--- src/logic/huff_pkg.sv ---
package huff_pkg;

    localparam int TOKEN_W    = 16;               // rll token from zigzag stage
    localparam int VALUE_W    = 12;               // signed coefficient
    localparam int CAT_W      = 4;                // magnitude category / length
    localparam int CODE_W     = 16;               // output word to stuffer
    localparam int FIFO_DEPTH = 16;               // input token buffer
    localparam int FIFO_AW    = $clog2(FIFO_DEPTH);

    // token field positions
    localparam int TOK_COEF_BIT   = 15;           // 1 - coefficient, 0 - control
    localparam int TOK_DC_BIT     = 14;           // coefficient is DC
    localparam int TOK_CHROMA_BIT = 13;           // chroma table, valid on DC
    localparam int TOK_LAST_BIT   = 12;           // last / EOB marker
    localparam int RUN_W          = 4;            // zero run before next AC
    localparam int ZRL_LSB        = 4;            // ZRL count starts here
    localparam int ZRL_W          = 2;            // up to 3 ZRL codes

    typedef enum logic [1:0] {
        TOK_DC,                                   // DC coefficient
        TOK_AC,                                   // AC coefficient
        TOK_RUN,                                  // zero run, maybe with ZRL codes
        TOK_EOB                                   // end of block
    } token_kind_e;

    typedef enum logic [2:0] {
        S_IDLE,                                   // wait for a token
        S_LOOKUP,                                 // table read for DC/AC/EOB
        S_CODE,                                   // huffman code to output
        S_VALUE,                                  // magnitude bits to output
        S_ZRL,                                    // table read for 16-zero code
        S_FLUSH                                   // last word gone, flush stuffer
    } seq_state_e;

    // decode bits 15, 14, 12 into a token kind
    function automatic token_kind_e token_kind(input logic [TOKEN_W-1:0] tok);
        token_kind_e kind;
        if (tok[TOK_COEF_BIT]) kind = tok[TOK_DC_BIT] ? TOK_DC : TOK_AC;
        else kind = tok[TOK_LAST_BIT] ? TOK_EOB : TOK_RUN;
        return kind;
    endfunction

endpackage

--- src/logic/varlen_encode.sv ---
`timescale 1ns/1ps

module varlen_encode
    import huff_pkg::*;
(
    input  logic signed [VALUE_W-1:0] value_i, // signed coefficient
    output logic        [CAT_W-1:0]   cat_o,   // magnitude bit length
    output logic        [CODE_W-1:0]  bits_o   // value bits, right aligned
);

    logic [VALUE_W-1:0] mag;                   // absolute value
    logic [VALUE_W-1:0] adj;                   // one's complement for negatives
    logic [CODE_W-1:0]  mask;                  // low cat_o bits set

    assign mag = value_i[VALUE_W-1] ? -value_i : value_i; // -2048 gives 12'h800
    assign adj = value_i[VALUE_W-1] ? value_i - VALUE_W'(1) : value_i;

    // priority encoder, highest set bit wins
    always_comb begin
        cat_o = '0;
        for (int i = 0; i < VALUE_W; i++) begin
            if (mag[i]) begin
                cat_o = CAT_W'(i + 1);
            end
        end
    end

    assign mask   = (CODE_W'(1) << cat_o) - CODE_W'(1); // zero for category 0
    assign bits_o = {{(CODE_W - VALUE_W){1'b0}}, adj} & mask;

endmodule

--- config.mk ---
export PLATFORM = sky130hd
export DESIGN_NAME = varlen_encode
export DESIGN_NICKNAME = d
export VERILOG_FILES = /design/src/logic/huff_pkg.sv /design/src/logic/varlen_encode.sv
export SDC_FILE = /design/constraint.sdc
export NUM_CORES = 1
export LEC_CHECK = 0
export CORE_MARGIN = 2
export CORE_UTILIZATION = 60
export DETAILED_ROUTE_END_ITERATION = 8
export DONT_BUFFER_PORTS = 1
export MAX_ROUTING_LAYER = met4
export PLACE_DENSITY = 0.77
export SLEW_MARGIN = 30
export SYNTH_ARGS = -nofsm -noshare
export SYNTH_HDL_FRONTEND = slang
export SYNTH_SLANG_ARGS = --single-unit
--- constraint.sdc ---
create_clock -name vclk -period 6.4
set_input_delay 1.28 -clock vclk [all_inputs]
set_output_delay 1.28 -clock vclk [all_outputs]
set_load 0.02 [all_outputs]
# Word level (Yosys, flattened, before mapping)
# Cells that the tools add are included.
# totals
input_bits	12
reg_bits	0
output_inout_bits	20
wordCells	19
# op_classes
shift	1
bitwise_logic	1
n_mux	14
addsub	3
# op_table
operator	n
4-bit 2-to-1 mux	11
12-bit 2-to-1 mux	2
12-bit by 16-bit bitwise AND with 16-bit output	1
1-bit by 4-bit << shifter with 16-bit output (first input constant)	1
16-bit by 2-bit subtractor with 16-bit output (second input constant)	1
12-bit negation	1
12-bit by 2-bit subtractor with 12-bit output (second input constant)	1
1-bit 2-to-1 mux	1

# Depth between registers and ports, before layout
# depth
ltp_word	17
mapped_depth	16
mapped_depth_nobuf	14

# Least setup slack after synthesis
# No wires, ideal clock.
# synth_path
path_type	input port to output port
from	input value_i[1]
to	output bits_o[10]
path_stages	16
slack_ns	0.459
t_required_ns	5.120
t_arrival_ns	4.661
path_buffers	2
path_cell_list	clkbuf_1 > inv_1 > ha_1 > or4b_4 > o31ai_4 > xor2_2 > and2_1 > a221oi_4 > nand2b_1 > nand3_1 > ha_1 > clkbuf_2 > xor2_1 > nor3_1 > a21oi_1 > o21ai_0
# synth_via
elab_chain_cells	16
elab_cells_between_ends	18
classes_between	add/sub: 3; shift: 1; mux: 13; bitwise: 1
# synth_rtl
item	line_no	source
start, declared	varlen_encode.sv:6	input logic signed [VALUE_W-1:0] value_i,
12-bit negation	varlen_encode.sv:15	assign mag = value_i[VALUE_W-1] ? -value_i : value_i;
12-bit 2-to-1 mux	varlen_encode.sv:15	
4-bit 2-to-1 mux (11 in a row)	varlen_encode.sv:22	if (mag[i]) begin
1-bit by 4-bit << shifter with 16-bit output	varlen_encode.sv:28	assign mask = (CODE_W'(1) << cat_o) - CODE_W'(1);
16-bit by 2-bit subtractor with 16-bit output	varlen_encode.sv:28	
12-bit by 16-bit bitwise AND with 16-bit output *	varlen_encode.sv:29	assign bits_o = {{(CODE_W - VALUE_W){1'b0}}, adj} & mask;
end, declared	varlen_encode.sv:8	output logic [CODE_W-1:0] bits_o
# Every way passes the cells marked *; elsewhere a longest branch is shown, timed or not.

# Worst setup path after layout
# Same ends and word-level chain as after synthesis.

==> impl_metrics.tcl <==
set metrics [dict create \
    yosysSeqAreaShare_pct 0 \
    crit_path_frequent_cell "ha_1" \
    grt_usage_pct 27.1 \
    die-area_um2 2160 \
    grt_pass1_vias 867 \
    die_h_um 46.5 \
    path_buf_inv 2 \
    drt_iter0_markers 52 \
    setup_tns_ns 0 \
    cpLargestDelayFamily "simple AND/OR/NAND/NOR gates" \
    fin_crit_sh_pct 90.9 \
    synth.distinct_cells 58 \
    cts_resized 0 \
    min_path_cells 1 \
    maxSlewHeadroom_pct 42.7 \
    worstPathCellList "inv_1, ha_1, or4b_4, o31ai_4, xor2_2, and2_1, a221oi_4, nand2b_1, nand3_1, ha_1, xor2_1, nor3_1, a21oi_1, o21ai_0, buf_4" \
    synth_area_um2 1080 \
    path_depth 15 \
    setup_violations 0 \
    diodes 0 \
    cpMaxStageDelayCell "or4b_4" \
    via_per_inst 6.28 \
    fin_util_pct 61.8 \
    post_cts_buffers 0 \
    rsz0062_at_grt "no" \
    final_cell_count_no_fill 163 \
    nClkBuffers 0 \
    cp-start-kind "primary input" \
    outcome "completed" \
    cp_max_fo 9 \
    final_hold_viol_count 0 \
    ys_warn_count 0 \
    antenna_found_initial 0 \
    hp-start "value_i[11]" \
    syn_avg_cell_area_um2 7.43 \
    grt_pass1_wl_mm 4.24 \
    synthCells 146 \
    final.setup.worst_slack_ns 0.584 \
    final_common_cell "nor2_1" \
    die_x_um 46.5 \
    final_layout_size_suffix_gt1_share_pct 18.8 \
    final-seq-area_um2 0 \
    io_pins 32 \
    core_um2 1710 \
    required_ns 5.12 \
    pre_cts_ws_ns 0.621 \
    cp-end-kind "primary output" \
    grt_max_degree 25 \
    cts_hold_buf 0 \
    start_util_pct 63.5 \
    place.gp.congestion 0.912 \
    drtAntennaViolNets 0 \
    syn_to_final_growth_pct -2.77 \
    maxCapViolCount 0 \
    max_freq_mhz 172 \
    dr.pass1.iters 4 \
    cellPowerDensity_nw_per_um2 63.1 \
    worst-setup-path-type "in -> out" \
    cpPeakStageDelay_ns 0.55 \
    tightest_slew_ns 0.856 \
    maxSlewViolCount 0 \
    worst_hold_path_type "in -> out" \
    holdPathEnd "cat_o[1]" \
    dp_hpwl_mm 2.19 \
    rows 15 \
    drc_errors 0 \
    final_nets 154 \
    routedWlPerCell_um 16.7 \
    grt_overflow 0 \
    portBuffers 0 \
    p_leak_nw 0.343 \
    vdd.ir_drop.worst_mv 0.0312 \
    dr_total_vias 1024 \
    drt_wl_total_mm 2.72 \
    dp_cells 163 \
    cp.arrival_ns 4.54 \
    seq_cells 0 \
    layout_common_cells "nor2_1 (16), xor2_1 (12), nand2_1 (11)" \
    period_needed_ns 5.82 \
]
logic make-up after synthesis:
family | after synthesis | synth area share [%]
and+or+nand+nor | 64 | 36.2
AOI/OAI and AO/OA | 37 | 30.5
xor gates and xnor gates | 20 | 17.5
adders and majority gates | 2 | 2.31
other | 1 | 0.346
buffers and inverters | 19 | 10.1
muxes | 3 | 3.00
synth_stat cells (2+ instances only):
cell	instances	share of area, %
buf_6	2	2.1
nand2b_1	2	1.2
a31oi_1	2	1.2
o21ai_0	10	4.6
and3_1	2	1.2
a21oi_1	6	2.8
xor2_1	12	9.7
o31ai_1	2	1.4
clkbuf_1	2	0.69
nor2_1	16	5.5
or3_1	3	1.7
nand4_1	2	1.2
o31ai_4	2	3.9
buf_4	5	3.5
xnor2_1	6	4.8
nor4_2	2	2.3
and2_1	4	2.3
xor2_2	2	3.0
nor3b_1	2	1.4
nor4b_2	2	2.8
a2bb2oi_1	2	1.6
nor3_1	2	0.92
nand2_1	11	3.8
or4_1	2	1.4
nand3_1	5	2.3
ha_1	2	2.3
inv_2	2	0.69
inv_1	2	0.69
buf_2	3	1.4
metrics by stage:
step	hold WS (ns)	area [um2]	power (W)
6_report	2.75	1050	0.0000665
4_1_cts	2.75	1050	0.0000663
5_1_grt	2.77	1050	0.0000717
3_3_place_gp	2.75	1050	0.0000652
2_1_floorplan	2.74	1100	0.0000662
3_5_place_dp	2.75	1050	0.0000661
layer usage:
layer	global-route usage, %	part of all wire, %	vias up
met5	-	0	-
met4	1.14	0.85	0
met3	1.18	5.1	4
met2	44.2	50	39
met1	38.8	44	477
li1	-	-	504
worst max path at each step:
stage,from,end,slack (ns)
2_1_floorplan,value_i[1],bits_o[10],0.46
3_3_place_gp,value_i[1],bits_o[10],0.75
3_5_place_dp,value_i[1],bits_o[10],0.62
4_1_cts,value_i[1],bits_o[10],0.63
5_1_grt,value_i[1],bits_o[4],0.40
6_report,value_i[1],bits_o[10],0.58
area by class of cell:
type               count  area, um2
multi-input cells    131        990
fillers              153        653
inverters              5       18.8
well taps             25       31.3
repair buffers         2       15.0
report_power, final:
part | internal, W | leakage [nW] | switching (W)
logic | 0.0000237 | 0.343 | 0.0000428
registers | 0 | 0 | 0
clock network | 0 | 0 | 0
total | 0.0000237 | 0.343 | 0.0000428
Note: power is estimated with default switching activity, not from simulation.
