[src/logic/huff_pkg.sv]
package huff_pkg;

    localparam int TOKEN_W    = 16;               // rll token from zigzag stage
    localparam int VALUE_W    = 12;               // signed coefficient
    localparam int CAT_W      = 4;                // magnitude category / length
    localparam int CODE_W     = 16;               // output word to stuffer
    localparam int FIFO_DEPTH = 16;               // input token buffer
    localparam int FIFO_AW    = $clog2(FIFO_DEPTH);

    // token field positions
    localparam int TOK_COEF_BIT   = 15;           // 1 - coefficient, 0 - control
    localparam int TOK_DC_BIT     = 14;           // coefficient is DC
    localparam int TOK_CHROMA_BIT = 13;           // chroma table, valid on DC
    localparam int TOK_LAST_BIT   = 12;           // last / EOB marker
    localparam int RUN_W          = 4;            // zero run before next AC
    localparam int ZRL_LSB        = 4;            // ZRL count starts here
    localparam int ZRL_W          = 2;            // up to 3 ZRL codes

    typedef enum logic [1:0] {
        TOK_DC,                                   // DC coefficient
        TOK_AC,                                   // AC coefficient
        TOK_RUN,                                  // zero run, maybe with ZRL codes
        TOK_EOB                                   // end of block
    } token_kind_e;

    typedef enum logic [2:0] {
        S_IDLE,                                   // wait for a token
        S_LOOKUP,                                 // table read for DC/AC/EOB
        S_CODE,                                   // huffman code to output
        S_VALUE,                                  // magnitude bits to output
        S_ZRL,                                    // table read for 16-zero code
        S_FLUSH                                   // last word gone, flush stuffer
    } seq_state_e;

    // decode bits 15, 14, 12 into a token kind
    function automatic token_kind_e token_kind(input logic [TOKEN_W-1:0] tok);
        token_kind_e kind;
        if (tok[TOK_COEF_BIT]) kind = tok[TOK_DC_BIT] ? TOK_DC : TOK_AC;
        else kind = tok[TOK_LAST_BIT] ? TOK_EOB : TOK_RUN;
        return kind;
    endfunction

endpackage

[src/logic/huff_fifo.sv]
`timescale 1ns/1ps

module huff_fifo
    import huff_pkg::*;
(
    input  logic               xclk,      // pixel clock
    input  logic               rst_n_i,   // sync reset, active low
    input  logic               push_i,    // token strobe from rll stage
    input  logic [TOKEN_W-1:0] din_i,     // token in
    input  logic               pop_i,     // sequencer takes head token
    output logic               valid_o,   // head entry holds data
    output logic [TOKEN_W-1:0] dout_o     // head token
);

    logic [TOKEN_W-1:0] mem [FIFO_DEPTH]; // token storage
    logic [FIFO_AW:0]   wr_ptr;           // extra msb tells full from empty
    logic [FIFO_AW:0]   rd_ptr;
    logic               full;

    assign valid_o = (wr_ptr != rd_ptr);
    assign full    = (wr_ptr[FIFO_AW] != rd_ptr[FIFO_AW]) &&
                     (wr_ptr[FIFO_AW-1:0] == rd_ptr[FIFO_AW-1:0]);
    assign dout_o  = mem[rd_ptr[FIFO_AW-1:0]]; // head shown without read latency

    always_ff @(posedge xclk) begin
        if (push_i) begin
            mem[wr_ptr[FIFO_AW-1:0]] <= din_i;
        end
    end

    always_ff @(posedge xclk) begin
        if (!rst_n_i) begin
            wr_ptr <= '0;
            rd_ptr <= '0;
        end else begin
            if (push_i) begin
                wr_ptr <= wr_ptr + 1'b1;
            end
            if (pop_i && valid_o) begin                // ignore pop on empty
                rd_ptr <= rd_ptr + 1'b1;
            end
        end
    end

    // no input back-pressure, so the source must respect the depth
    a_no_overflow: assert property (
        @(posedge xclk) disable iff (!rst_n_i)
        push_i |-> !full
    ) else $error("huff_fifo: token pushed into full buffer");

endmodule

[config.mk]
export PLATFORM = sky130hd
export DESIGN_NAME = huff_fifo
export DESIGN_NICKNAME = d
export VERILOG_FILES = /design/src/logic/huff_pkg.sv /design/src/logic/huff_fifo.sv
export SDC_FILE = /design/constraint.sdc
export NUM_CORES = 1
export LEC_CHECK = 0
export ABC_AREA = 1
export BUFFER_PORTS_ARGS = -buffer_cell sky130_fd_sc_hd__buf_4
export CAP_MARGIN = 20
export CORE_MARGIN = 8
export CORE_UTILIZATION = 65
export CTS_CLUSTER_SIZE = 12
export DETAILED_ROUTE_END_ITERATION = 12
export PLACE_DENSITY = 0.91
export SLEW_MARGIN = 20
export SYNTH_ARGS = -nofsm -noshare
export SYNTH_HDL_FRONTEND = slang
export SYNTH_SLANG_ARGS = --single-unit
[constraint.sdc]
create_clock -name xclk -period 4.3 [get_ports xclk]
set_input_delay 0.86 -clock xclk [delete_from_list [all_inputs] [get_ports xclk]]
set_output_delay 0.86 -clock xclk [all_outputs]
set_load 0.02 [all_outputs]
### Word level (Yosys, flattened, before mapping)

Memory sizes are Yosys's and may differ from the RTL's. A register that Yosys moved wholly into a read port is not among the register bits.
Index checks and enable logic that the tools add are counted.

| storage, ports and cells | value |
|---|---|
| register bits after elaboration | 10 |
| RAM bits | 256 |
| bits of input ports | 20 |
| output and inout bits | 17 |
| memories | 1 |

| operators by class | value |
|---|---|
| add/subtract/negate cells | 2 |
| equality and inequality tests | 1 |
| mux-type cells | 4 |
| reductions and logical operators | 1 |

Memory list:

| name | words | bits a word | rd ports | clocked after memory_dff | wr ports | line | source |
|---|---|---|---|---|---|---|---|
| mem | 16 | 16 | 1 | 1 | 1 | huff_fifo.sv:15 | `logic [TOKEN_W-1:0] mem [FIFO_DEPTH];` |

Operators with widths:

| cell | count |
|---|---|
| adder 5 x 1 -> 5 bit (second input constant) | 2 |
| two-way mux 4 bit | 2 |
| inequality test 5 bit | 1 |
| two-way mux 1 bit | 2 |
| logical AND 1 bit | 1 |

### Longest topological paths before layout

Gate-level depths: netlist (run 1).

| depth | value |
|---|---|
| depth in word-level cells | 4 |
| depth in mapped cells | 9 |

### Least setup slack after synthesis (run 1)

No wires, ideal clock.

| timing path | value |
|---|---|
| path type | in2reg |
| start | in push_i |
| end | mem mem[15][0], enable pin |
| setup time | 0.391 ns |
| data arrival time | 1.926 ns |
| required time | 3.909 ns |
| slack | 1.982 ns |
| stages on the path | 3 |
| cells stage by stage | clkbuf_2 > nand2_1 > nor2_1 |

| between the ends | value |
|---|---|
| longest elaborated chain between the ends | 2 |

Ends and longest elaborated chain:

| item | line | source |
|---|---|---|
| start: declaration | huff_fifo.sv:8 | `input logic push_i,` |
| two-way mux 1 bit | huff_fifo.sv:26 | `if (push_i) begin` |
| two-way mux 1 bit (not written as such) | huff_fifo.sv:27 | `mem[wr_ptr[FIFO_AW-1:0]] <= din_i;` |
| end: declaration | huff_fifo.sv:15 |  |

Every way passes these cells.

==> run metrics, run 1 <==
worst hold path depth 2; area added between synthesis and finish 10.7%; cell-internal power roughly 0.0043 W; total core area around 17000 µm²; IO Pins 37; post-CTS resize count 0; count of unique library cells instantiated by Yosys 22; # nets final 976; total area of sequential cells 7980 µm²; maximum number of pins on one net before global-route repair 99; worst hold margin between 0.5 and 0.6 ns; pre-CTS worst setup slack 1.47 ns; overall overflow remaining after global route 0; clock period minus final worst setup slack ~3.4 ns; wirelength, routed between 20000 and 30000 µm; kind of end point of the critical path output port; area occupied by multi-input gates around 2400 µm²; DRT Pass-1 Iters 6; startpoint of the tightest hold check path rd_ptr[4]; clk_skew around 0.011 ns; switch share 0.245; Mean Syn Cell Area 12.1 µm²; Total Power 0.00573 W; accumulated negative setup slack 0 ns; crit path max-delay cell type sky130_fd_sc_hd__dfxtp_4; CP max stage delay 0.66 ns; static power due to leakage 4.45 nW; portion of the clock cycle consumed by the worst path in the final layout 0.788; placer's final routability congestion estimate between 0.8 and 0.9; Slew @ Worst Pin 1.15 ns; number of rows created at floorplan 48; source-to-sink clock delay at the later pin of the worst-skew pair between 0.5 and 0.6 ns; clock sinks 270; share of flip-flops with an asynchronous set or reset 0; Die Area roughly 22000 µm²; setup repair after global routing missed its margin false; setup violators final 0; worst voltage drop across the vdd grid about 380 µV; Hold Vio Cnt, Final 0; cell area after synthesis between 10000 and 15000 µm²; vias in the first global route slightly above 7000; cells traversed along the worst timing path buf_4 -> a21oi_1 -> o21ai_0 -> nand3_1 -> nand3_1 -> nand2_1 -> buf_4; first-pass GRT wire length slightly below 40000 µm; power share of the sequential group 0.520; cts-stage hold buffer count 0; clock slew at reported path FFs roughly 0.06 ns; width of the die about 150 µm; Post-synth EDFFs 256; number of I/O port buffers 36; synthesized flop and latch total 270; depth of the worst register-to-register path 4; GRT Resource Usage Total 0.236; portion of total power attributed to the clock network 0.361; placed wire-length estimate after detailed placement 14400 µm; starting utilization of the core area 0.653; library cell used as clock root buffer sky130_fd_sc_hd__clkbuf_16; run status completed; mean routed wirelength per cell 21.7 µm; buffers inserted during post-CTS setup optimization 0; count of fill cells added during filler insertion 1049; net load switching power 0.00141 W; sequential cell area fraction in the yosys report 0.715; die boundary height between 100 and 150 µm; maximum clock frequency between 200 and 300 MHz; relative slew slack 0.232; Worst setup SP type register; total of warnings raised by yosys 0; DRC violations left 0; count of mapped cells out of synthesis 922; Synth Flop Type sky130_fd_sc_hd__edfxtp_1; areal power density over the cells 465 nW/µm²; start of the worst register-to-register path wr_ptr[1]; antenna violations before repair 0; TritonCTS clock tree yes; drt initial violations approximately 950; total CTS buffers 27; type of the worst min-delay path register to register; fraction of layout cells with a size suffix above 1 0.109; H-tree lvl count 1; count of maximum capacitance violations 0; antenna-violating nets left 0; number of buffers on the longest clock path 3; combinational fraction of design power 0.119; DR vias/cell a little over 6; final critical-path setup slack a little over 0.9 ns; critical path fanouts, max 58; category of the critical setup timing path register to output port; Max Slew Vio Count 0; Ant. Diodes 0; arrival time at the worst endpoint between 2 and 3 ns; via total after detailed routing between 7000 and 8000; required time reported for the critical path endpoint about 3.4 ns; post-synth net total between 900 and 1000
==> layout make-up <==
class                      count  area share
clock buffer                  39      0.0600
clock inverter                 3     0.00122
multi-input combinational    455       0.192
sequential                   270       0.646
timing repair buffer          54      0.0339
tap                          225      0.0228
inverter                     143      0.0435
==> cells in the mapped netlist (2+ instances only) <==
cell,instances,area share
sky130_fd_sc_hd__edfxtp_1,256,0.69
sky130_fd_sc_hd__inv_1,142,0.048
sky130_fd_sc_hd__nand2_1,109,0.037
sky130_fd_sc_hd__nand3_1,102,0.046
sky130_fd_sc_hd__a21oi_1,72,0.032
sky130_fd_sc_hd__o21ai_0,65,0.029
sky130_fd_sc_hd__o211ai_1,64,0.043
sky130_fd_sc_hd__nor2_1,32,0.011
sky130_fd_sc_hd__clkbuf_1,18,0.0061
sky130_fd_sc_hd__dfxtp_1,14,0.025
sky130_fd_sc_hd__buf_6,13,0.013
sky130_fd_sc_hd__buf_2,12,0.0054
sky130_fd_sc_hd__buf_1,6,0.0020
sky130_fd_sc_hd__ha_1,5,0.0056
sky130_fd_sc_hd__buf_4,4,0.0027
sky130_fd_sc_hd__o21a_1,2,0.0013
==> worst paths after layout <==
kind	endpoint	slack, ns
setup / recovery	dout_o[12]	0.91
hold / removal	rd_ptr[4]	0.53
setup reg to reg	mem[9][10]	2.13
hold reg to reg	rd_ptr[4]	0.53
==> power groups by stage <==
stage,Combinational [W],Sequential [W],Clock (W)
after floorplan,0.000519,0.00298,0
after global placement,0.000626,0.00303,0
after detailed placement,0.000658,0.00303,0
after CTS,0.000674,0.00298,0.00208
after global routing,0.000747,0.00299,0.00217
final,0.000680,0.00298,0.00207
==> sequential cells by signal (all words and copies together), names as in the netlist, named ones only <==
register	flops
mem	256
rd_ptr	5
wr_ptr	5
==> logic make-up (layout without fill, tap and decap cells) <==
| family | after synthesis | count (layout) | synth area share |
|---|---|---|---|
| DFF | 270 | 270 | 0.715 |
| adders and majority gates | 5 | 5 | 0.00561 |
| and+or+nand+nor | 245 | 245 | 0.0943 |
| buffers and inverters | 197 | 239 | 0.0779 |
| AOI/OAI and AO/OA | 204 | 204 | 0.107 |
| xor gates and xnor gates | 1 | 1 | 0.000786 |
==> critical path: cells and delay by family, from the launching register on <==
family / cells / cell delay (ns)
AOI/OAI and AO/OA: 2 / 0.27
and+or+nand+nor: 3 / 0.33
buffers and inverters: 2 / 0.72
DFF: 1 / 0.66
==> layout by cell type (no fill, tap or decap), types with 2 or more instances in the layout <==
master                        n
sky130_fd_sc_hd__edfxtp_1   256
sky130_fd_sc_hd__inv_1      142
sky130_fd_sc_hd__nand2_1    109
sky130_fd_sc_hd__nand3_1    102
sky130_fd_sc_hd__a21oi_1     72
sky130_fd_sc_hd__o21ai_0     65
sky130_fd_sc_hd__o211ai_1    64
sky130_fd_sc_hd__buf_4       53
sky130_fd_sc_hd__clkbuf_16   27
sky130_fd_sc_hd__nor2_1      16
sky130_fd_sc_hd__nor2_2      12
sky130_fd_sc_hd__dfxtp_1     12
sky130_fd_sc_hd__clkbuf_1    10
sky130_fd_sc_hd__ha_1         5
sky130_fd_sc_hd__nor2_4       4
sky130_fd_sc_hd__clkinv_2     3
sky130_fd_sc_hd__o21a_1       2
sky130_fd_sc_hd__dfxtp_4      2
sky130_fd_sc_hd__clkbuf_8     2
==> per-stage QoR <==
stage,instances,cell area (µm²),util
2_1_floorplan,922,11100,-
3_3_place_gp,1147,11600,0.678
3_5_place_dp,1147,11600,0.678
4_1_cts,1189,12300,0.722
5_1_grt,1189,12300,0.723
6_report,1189,12300,0.723
==> routing by layer <==
metal | wire length [µm] | track usage | vias to the layer above | share of wire
met4 | 1270 | 0.136 | 0 | 0.049
met1 | 9550 | 0.289 | 3466 | 0.37
met2 | 12500 | 0.384 | 463 | 0.48
met5 | 0 | 0 | - | 0
li1 | - | - | 3286 | -
met3 | 2530 | 0.0477 | 100 | 0.098
Note: power is estimated with default switching activity, not from simulation.
==> run 2: changes to the inputs <==
--- a/config.mk
+++ b/config.mk
@@ -9,10 +9,10 @@
 export BUFFER_PORTS_ARGS = -buffer_cell sky130_fd_sc_hd__buf_4
 export CAP_MARGIN = 20
 export CORE_MARGIN = 8
-export CORE_UTILIZATION = 65
+export CORE_UTILIZATION = 56
 export CTS_CLUSTER_SIZE = 12
 export DETAILED_ROUTE_END_ITERATION = 12
-export PLACE_DENSITY = 0.91
+export PLACE_DENSITY = 0.84
 export SLEW_MARGIN = 20
 export SYNTH_ARGS = -nofsm -noshare
 export SYNTH_HDL_FRONTEND = slang
==> constraint.sdc (replaced) <==
create_clock -name xclk -period 3 [get_ports xclk]
set_input_delay 0.6 -clock xclk [delete_from_list [all_inputs] [get_ports xclk]]
set_output_delay 0.6 -clock xclk [all_outputs]
set_load 0.02 [all_outputs]
==> run 2 against run 1 <==
Core utilization shrank 8.1 points. Sequential share of layout area decreased by 1.1 points. Clock power increased by 44%. Flip-flop and latch count is the same. Cell count is 4.5% higher. Count of clock-buffer cells in the layout fell by 2. Register-to-register slack got worse by 1.1 ns. Clock skew decreased by 0.0038 ns. Non-clock buffer count rose by 12. Sequential power is 42% higher. Critical endpoint is now dout_o[0]. Largest cell class unchanged. Largest power group unchanged. Highest routed layer unchanged.
==> run metrics, run 2 (synthesized netlist as in run 1, its figures left out) <==
accumulated negative setup slack 0 ns (unchanged); TritonCTS clock tree yes (unchanged); worst hold path depth 3 (was 2); Worst setup SP type register (unchanged); area added between synthesis and finish 12.6% (was 10.7%); type of the worst min-delay path input port to register (was register to register); count of maximum capacitance violations 0 (unchanged); critical path fanouts, max 39 (was 58); arrival time at the worst endpoint 2.28 ns (was 2.53 ns); DRT Pass-1 Iters 7 (was 6); cells traversed along the worst timing path buf_4 -> o211ai_1 -> nand3_1 -> nand3_1 -> nand2_1 -> buf_4 (was buf_4 -> a21oi_1 -> o21ai_0 -> nand3_1 -> nand3_1 -> nand2_1 -> buf_4); clock sinks 270 (unchanged); starting utilization of the core area 0.571 (was 0.653); number of rows created at floorplan 51 (was 48); depth of the worst register-to-register path 5 (was 4); areal power density over the cells 660 nW/µm² (was 465 nW/µm²); total core area 19500 µm² (was 17100 µm²); setup violators final 0 (unchanged); clock period minus final worst setup slack about 2.9 ns; relative slew slack 0.421 (was 0.232); DRC violations left 0 (unchanged); run status completed (unchanged); DR vias/cell 5.90 (was 6.15); first-pass GRT wire length 39400 µm (was 38900 µm); fraction of layout cells with a size suffix above 1 0.119 (was 0.109); most frequent cells in the layout 256 x sky130_fd_sc_hd__edfxtp_1, 142 x sky130_fd_sc_hd__inv_1, 109 x sky130_fd_sc_hd__nand2_1, 102 x sky130_fd_sc_hd__nand3_1, 72 x sky130_fd_sc_hd__a21oi_1 (unchanged); maximum clock frequency 347 MHz; antenna violations before repair 1 (was 0); overall overflow remaining after global route 0 (unchanged); count of fill cells added during filler insertion 1375 (was 1049); total CTS buffers 27 (unchanged); Max Slew Vio Count 0 (unchanged); flip-flop count of the largest register, all copies and words added 256 (unchanged); # nets final 988 (was 976); mean routed wirelength per cell 20.8 µm (was 21.7 µm); library cell used as clock root buffer sky130_fd_sc_hd__clkbuf_16 (unchanged); wirelength, routed 25900 µm (about the same); width of the die 157 µm (was 147 µm); kind of end point of the critical path output port (unchanged); category of the critical setup timing path register to output port (unchanged); IO Pins 37 (unchanged); placer's final routability congestion estimate 0.799 (was 0.825); source-to-sink clock delay at the later pin of the worst-skew pair 0.53 ns (about the same); portion of the clock cycle consumed by the worst path in the final layout 0.960; number of buffers on the longest clock path 3 (unchanged); pre-CTS worst setup slack 0.707 ns (was 1.47 ns); H-tree lvl count 1 (unchanged); required time reported for the critical path endpoint 2.40 ns (was 3.44 ns); via total after detailed routing 7332 (was 7315); maximum number of pins on one net before global-route repair 55 (was 99); crit path max-delay cell type sky130_fd_sc_hd__dfxtp_4 (unchanged); setup repair after global routing missed its margin false (unchanged); CP max stage delay 0.64 ns (was 0.66 ns); GRT Resource Usage Total 0.211 (was 0.236); most frequent standard cell in the layout excluding fill and tap cells sky130_fd_sc_hd__edfxtp_1 (unchanged); start of the worst register-to-register path wr_ptr[1] (unchanged); antenna-violating nets left 0 (unchanged); Hold Vio Cnt, Final 0 (unchanged); vias in the first global route 6980 (was 7057); worst hold margin 0.354 ns (was 0.530 ns); clock slew at reported path FFs 0.06 ns (about the same); Slew @ Worst Pin 0.868 ns (was 1.15 ns); final standard cell utilization of the core 0.643 (was 0.723); placed wire-length estimate after detailed placement 14400 µm (about the same); Die Area 24700 µm² (was 21600 µm²); die boundary height 157 µm (was 147 µm); worst voltage drop across the vdd grid 510 µV (was 378 µV); number of I/O port buffers 36 (unchanged); drt initial violations 945 (unchanged); static power due to leakage 4.54 nW (was 4.45 nW); final critical-path setup slack 0.120 ns (was 0.912 ns); total area of sequential cells 7980 µm² (unchanged); clk_skew 0.00699 ns (was 0.0108 ns); area occupied by multi-input gates 2350 µm² (was 2370 µm²); startpoint of the tightest hold check path rst_n_i (was rd_ptr[4])
[run 2: cell count changes in the layout (fill, tap and decap cells not counted)]
cell,change
sky130_fd_sc_hd__buf_12,+6
sky130_fd_sc_hd__buf_4,+5
sky130_fd_sc_hd__nor2_2,+4
sky130_fd_sc_hd__nor2_4,-4
sky130_fd_sc_hd__clkinv_1,+3
sky130_fd_sc_hd__buf_6,+1
sky130_fd_sc_hd__clkbuf_1,-1
sky130_fd_sc_hd__clkbuf_8,-1
sky130_fd_sc_hd__clkinv_2,-1
sky130_fd_sc_hd__diode_2,+1
sky130_fd_sc_hd__inv_16,+1
[run 2: path summary, 6_finish.rpt]
path / slack (ns) / to
worst max-delay path: 0.12 / dout_o[0]
worst min-delay path: 0.35 / rd_ptr[4]
worst max register to register: 1.00 / mem[13][12]
worst min register to register: 0.52 / wr_ptr[4]
[run 2: cell type report]
class,instances,share of cell area
Clock buffer,37,0.0576
Antenna cell,1,0.000199
Inverter,143,0.0428
Tap cell,265,0.0264
Multi-Input combinational cell,455,0.187
Clock inverter,6,0.00329
Timing Repair Buffer,66,0.0468
Sequential cell,270,0.636
[run 2: stage by stage]
step / total power, W / instances / cell area (µm²)
after floorplan: 0.00501 / 922 / 11100
after global placement: 0.00529 / 1198 / 11800
after detailed placement: 0.00533 / 1198 / 11800
after CTS: 0.00828 / 1241 / 12500
after global routing: 0.00856 / 1243 / 12500
final: 0.00828 / 1243 / 12500
[run 2: power breakdown]
part	total, W	switching, W	internal, W
logic	0.00105	0.000680	0.000369
clock network	0.00299	0.00132	0.00167
registers	0.00424	0.0000634	0.00417
total	0.00828	0.00206	0.00621
[run 2: repair_timing]
action                     CTS  global route
setup endpoints to repair    0             1
hold buffers                 0             0
buffers inserted             0             1
gates resized for setup      0             0
hold endpoints to repair     0             0
[run 2: metal layers]
| layer | vias to the layer above | global-route usage | routed length [µm] |
|---|---|---|---|
| met5 | - | 0 | 0 |
| met4 | 0 | 0.0811 | 763 |
| met3 | 62 | 0.0285 | 2410 |
| met2 | 457 | 0.358 | 12900 |
| met1 | 3496 | 0.273 | 9810 |
| li1 | 3317 | - | - |
[run 2: critical path: cells and delay by family, from the launching register on]
family	cells	cell delay (ns)
flip-flops	1	0.64
AO/OA/AOI/OAI	1	0.15
buffers and inverters	2	0.53
AND/OR/NAND/NOR	3	0.39
==> run 3: changes to the inputs <==
--- a/config.mk
+++ b/config.mk
@@ -8,6 +8,7 @@
 export ABC_AREA = 1
 export BUFFER_PORTS_ARGS = -buffer_cell sky130_fd_sc_hd__buf_4
 export CAP_MARGIN = 20
+export CORE_ASPECT_RATIO = 0.7
 export CORE_MARGIN = 8
 export CORE_UTILIZATION = 56
 export CTS_CLUSTER_SIZE = 12
==> run 3 against run 2 <==
Critical path depth increased by 1. Clock power fell by 3%. Sequential share of layout area is 0.46 points higher. Combinational power is essentially flat. Die area increased by 0.29%. Core utilization is 0.82 points lower.
==> run metrics, run 3 (synthesized netlist as in run 1, its figures left out) <==
run status completed (unchanged); clk_skew 0.0121 ns (was 0.00699 ns); post-CTS resize count 0 (unchanged); clock period minus final worst setup slack 2.75 ns (was 2.88 ns); starting utilization of the core area 0.568 (was 0.571); total core area 19600 µm² (was 19500 µm²); count of fill cells added during filler insertion 1454 (was 1375); DRC violations left 0 (unchanged); Hold Vio Cnt, Final 0 (unchanged); accumulated negative setup slack 0 ns (unchanged); Ant. Diodes 0 (was 1); Met2 Wirelength 11200 µm (was 12900 µm); library cell used as clock root buffer sky130_fd_sc_hd__clkbuf_16 (unchanged); source-to-sink clock delay at the later pin of the worst-skew pair 0.52 ns (was 0.53 ns); first-pass GRT wire length 37500 µm (was 39400 µm); cell occurring most often along the worst timing path sky130_fd_sc_hd__nand3_1; cells traversed along the worst timing path buf_12 -> a21oi_1 -> o21ai_0 -> nand3_1 -> nand3_1 -> nand2_1 -> buf_4 (was buf_4 -> o211ai_1 -> nand3_1 -> nand3_1 -> nand2_1 -> buf_4); maximum number of pins on one net before global-route repair 81 (was 55); cts-stage hold buffer count 0 (unchanged); combinational fraction of design power 0.126 (was 0.127); H-tree lvl count 1 (unchanged); overall overflow remaining after global route 0 (unchanged); setup violators final 0 (unchanged); cell-internal power 0.00617 W (was 0.00621 W); most frequent standard cell in the layout excluding fill and tap cells sky130_fd_sc_hd__edfxtp_1 (unchanged); number of I/O port buffers 36 (unchanged); TritonCTS clock tree yes (unchanged); width of the die 185 µm (was 157 µm); power share of the sequential group 0.520 (was 0.512); fin area 12500 µm² (about the same); worst voltage drop across the vdd grid 478 µV (was 510 µV); switch share 0.244 (was 0.249); most frequent cells in the layout 256 x sky130_fd_sc_hd__edfxtp_1, 142 x sky130_fd_sc_hd__inv_1, 109 x sky130_fd_sc_hd__nand2_1, 102 x sky130_fd_sc_hd__nand3_1, 72 x sky130_fd_sc_hd__a21oi_1 (unchanged); portion of the clock cycle consumed by the worst path in the final layout 0.918 (was 0.960); count of maximum capacitance violations 0 (unchanged); Slew @ Worst Pin 1.01 ns (was 0.868 ns); placed wire-length estimate after detailed placement 13900 µm (was 14400 µm); CP max stage delay 0.57 ns (was 0.64 ns); kind of end point of the critical path output port (unchanged); net load switching power 0.00199 W (was 0.00206 W); arrival time at the worst endpoint 2.15 ns (was 2.28 ns); met3 layer wire length in the routed design 2600 µm (was 2410 µm); wirelength, routed 24600 µm (was 25900 µm); worst hold margin 0.359 ns (was 0.354 ns); Routed met1 length 10000 µm (was 9810 µm); areal power density over the cells 655 nW/µm² (was 660 nW/µm²); buffers inserted during post-CTS setup optimization 0 (unchanged); portion of total power attributed to the clock network 0.355 (was 0.361); number of rows created at floorplan 43 (was 51); DR vias/cell 5.67 (was 5.90); kind of cell with the highest combined delay on the critical path flip-flops (unchanged); static power due to leakage 4.49 nW (was 4.54 nW); final standard cell utilization of the core 0.634 (was 0.643); number of buffers on the longest clock path 3 (unchanged); relative slew slack 0.329 (was 0.421); required time reported for the critical path endpoint 2.40 ns (about the same); crit path max-delay cell type sky130_fd_sc_hd__dfxtp_4 (unchanged); highest routing layer actually used met5 (was met4); flip-flop count of the largest register, all copies and words added 256 (unchanged); drt initial violations 840 (was 945); DRT Pass-1 Iters 5 (was 7); area added between synthesis and finish 11.8% (was 12.6%); clock sinks 270 (unchanged); vias in the first global route 6841 (was 6980); antenna violations before repair 0 (was 1); fraction of layout cells with a size suffix above 1 0.112 (was 0.119); total buffers and inverters traversed by the critical path 2 (unchanged); total placed instance area 11700 µm² (was 11800 µm²); IO Pins 37 (unchanged); placer's final routability congestion estimate 0.813 (was 0.799); clock slew at reported path FFs 0.06 ns (about the same); critical path fanouts, max 80 (was 39); type of the worst min-delay path input port to register (unchanged); maximum clock frequency 363 MHz (was 347 MHz); # nets final 983 (was 988); Worst setup SP type register (unchanged); GRT Resource Usage Total 0.198 (was 0.211); total CTS buffers 26 (was 27); antenna-violating nets left 0 (unchanged); Die Area 24700 µm² (about the same); category of the critical setup timing path register to output port (unchanged); mean routed wirelength per cell 19.8 µm (was 20.8 µm); via total after detailed routing 7030 (was 7332); setup repair after global routing missed its margin false (unchanged); die boundary height 134 µm (was 157 µm); Max Slew Vio Count 0 (unchanged)
## run 3: final timing paths
path | startpoint | cells after the start | end | slack, ns
setup / recovery | register | 7 | dout_o[10] | 0.25
hold / removal | rst_n_i | 3 | rd_ptr[4] | 0.36
setup reg to reg | wr_ptr[1] | 5 | mem[5][9] | 1.14
hold reg to reg | rd_ptr[4] | 2 | rd_ptr[4] | 0.54
## run 3: layout make-up
type                       instances  area, µm²  area share
tap                              270        338      0.0271
sequential                       270       7980       0.640
timing repair buffer              62        536      0.0430
inverter                         143        537      0.0431
multi-input combinational        455       2350       0.189
clock buffer                      38        717      0.0576
clock inverter                     1       5.00    0.000402
## run 3: tightest hold or removal path, cell delays in order
cell	delay, ns
sky130_fd_sc_hd__buf_4	0.14
sky130_fd_sc_hd__nand2_1	0.07
sky130_fd_sc_hd__nor2_1	0.04
## run 3: metal layers
layer,GRT usage,up-vias
li1,-,3297
met1,0.273,3322
met2,0.310,350
met3,0.0411,58
met4,0.0674,3
met5,0.0168,-
## run 3: power groups by stage
stage,clock (W),sequential (W),combinational [W]
4_1_cts,0.00294,0.00425,0.00101
3_3_place_gp,0,0.00433,0.000967
5_1_grt,0.00307,0.00425,0.00113
3_5_place_dp,0,0.00433,0.00100
2_1_floorplan,0,0.00427,0.000743
6_report,0.00289,0.00424,0.00103
## run 3: through the flow
step | setup WS (ns) | power, W | cells
CTS | 0.126 | 0.00819 | 1238
finish | 0.246 | 0.00816 | 1239
global route | 0.0854 | 0.00845 | 1239
floorplan | 0.942 | 0.00501 | 922
global placement | 0.726 | 0.00529 | 1199
detailed placement | 0.691 | 0.00533 | 1199
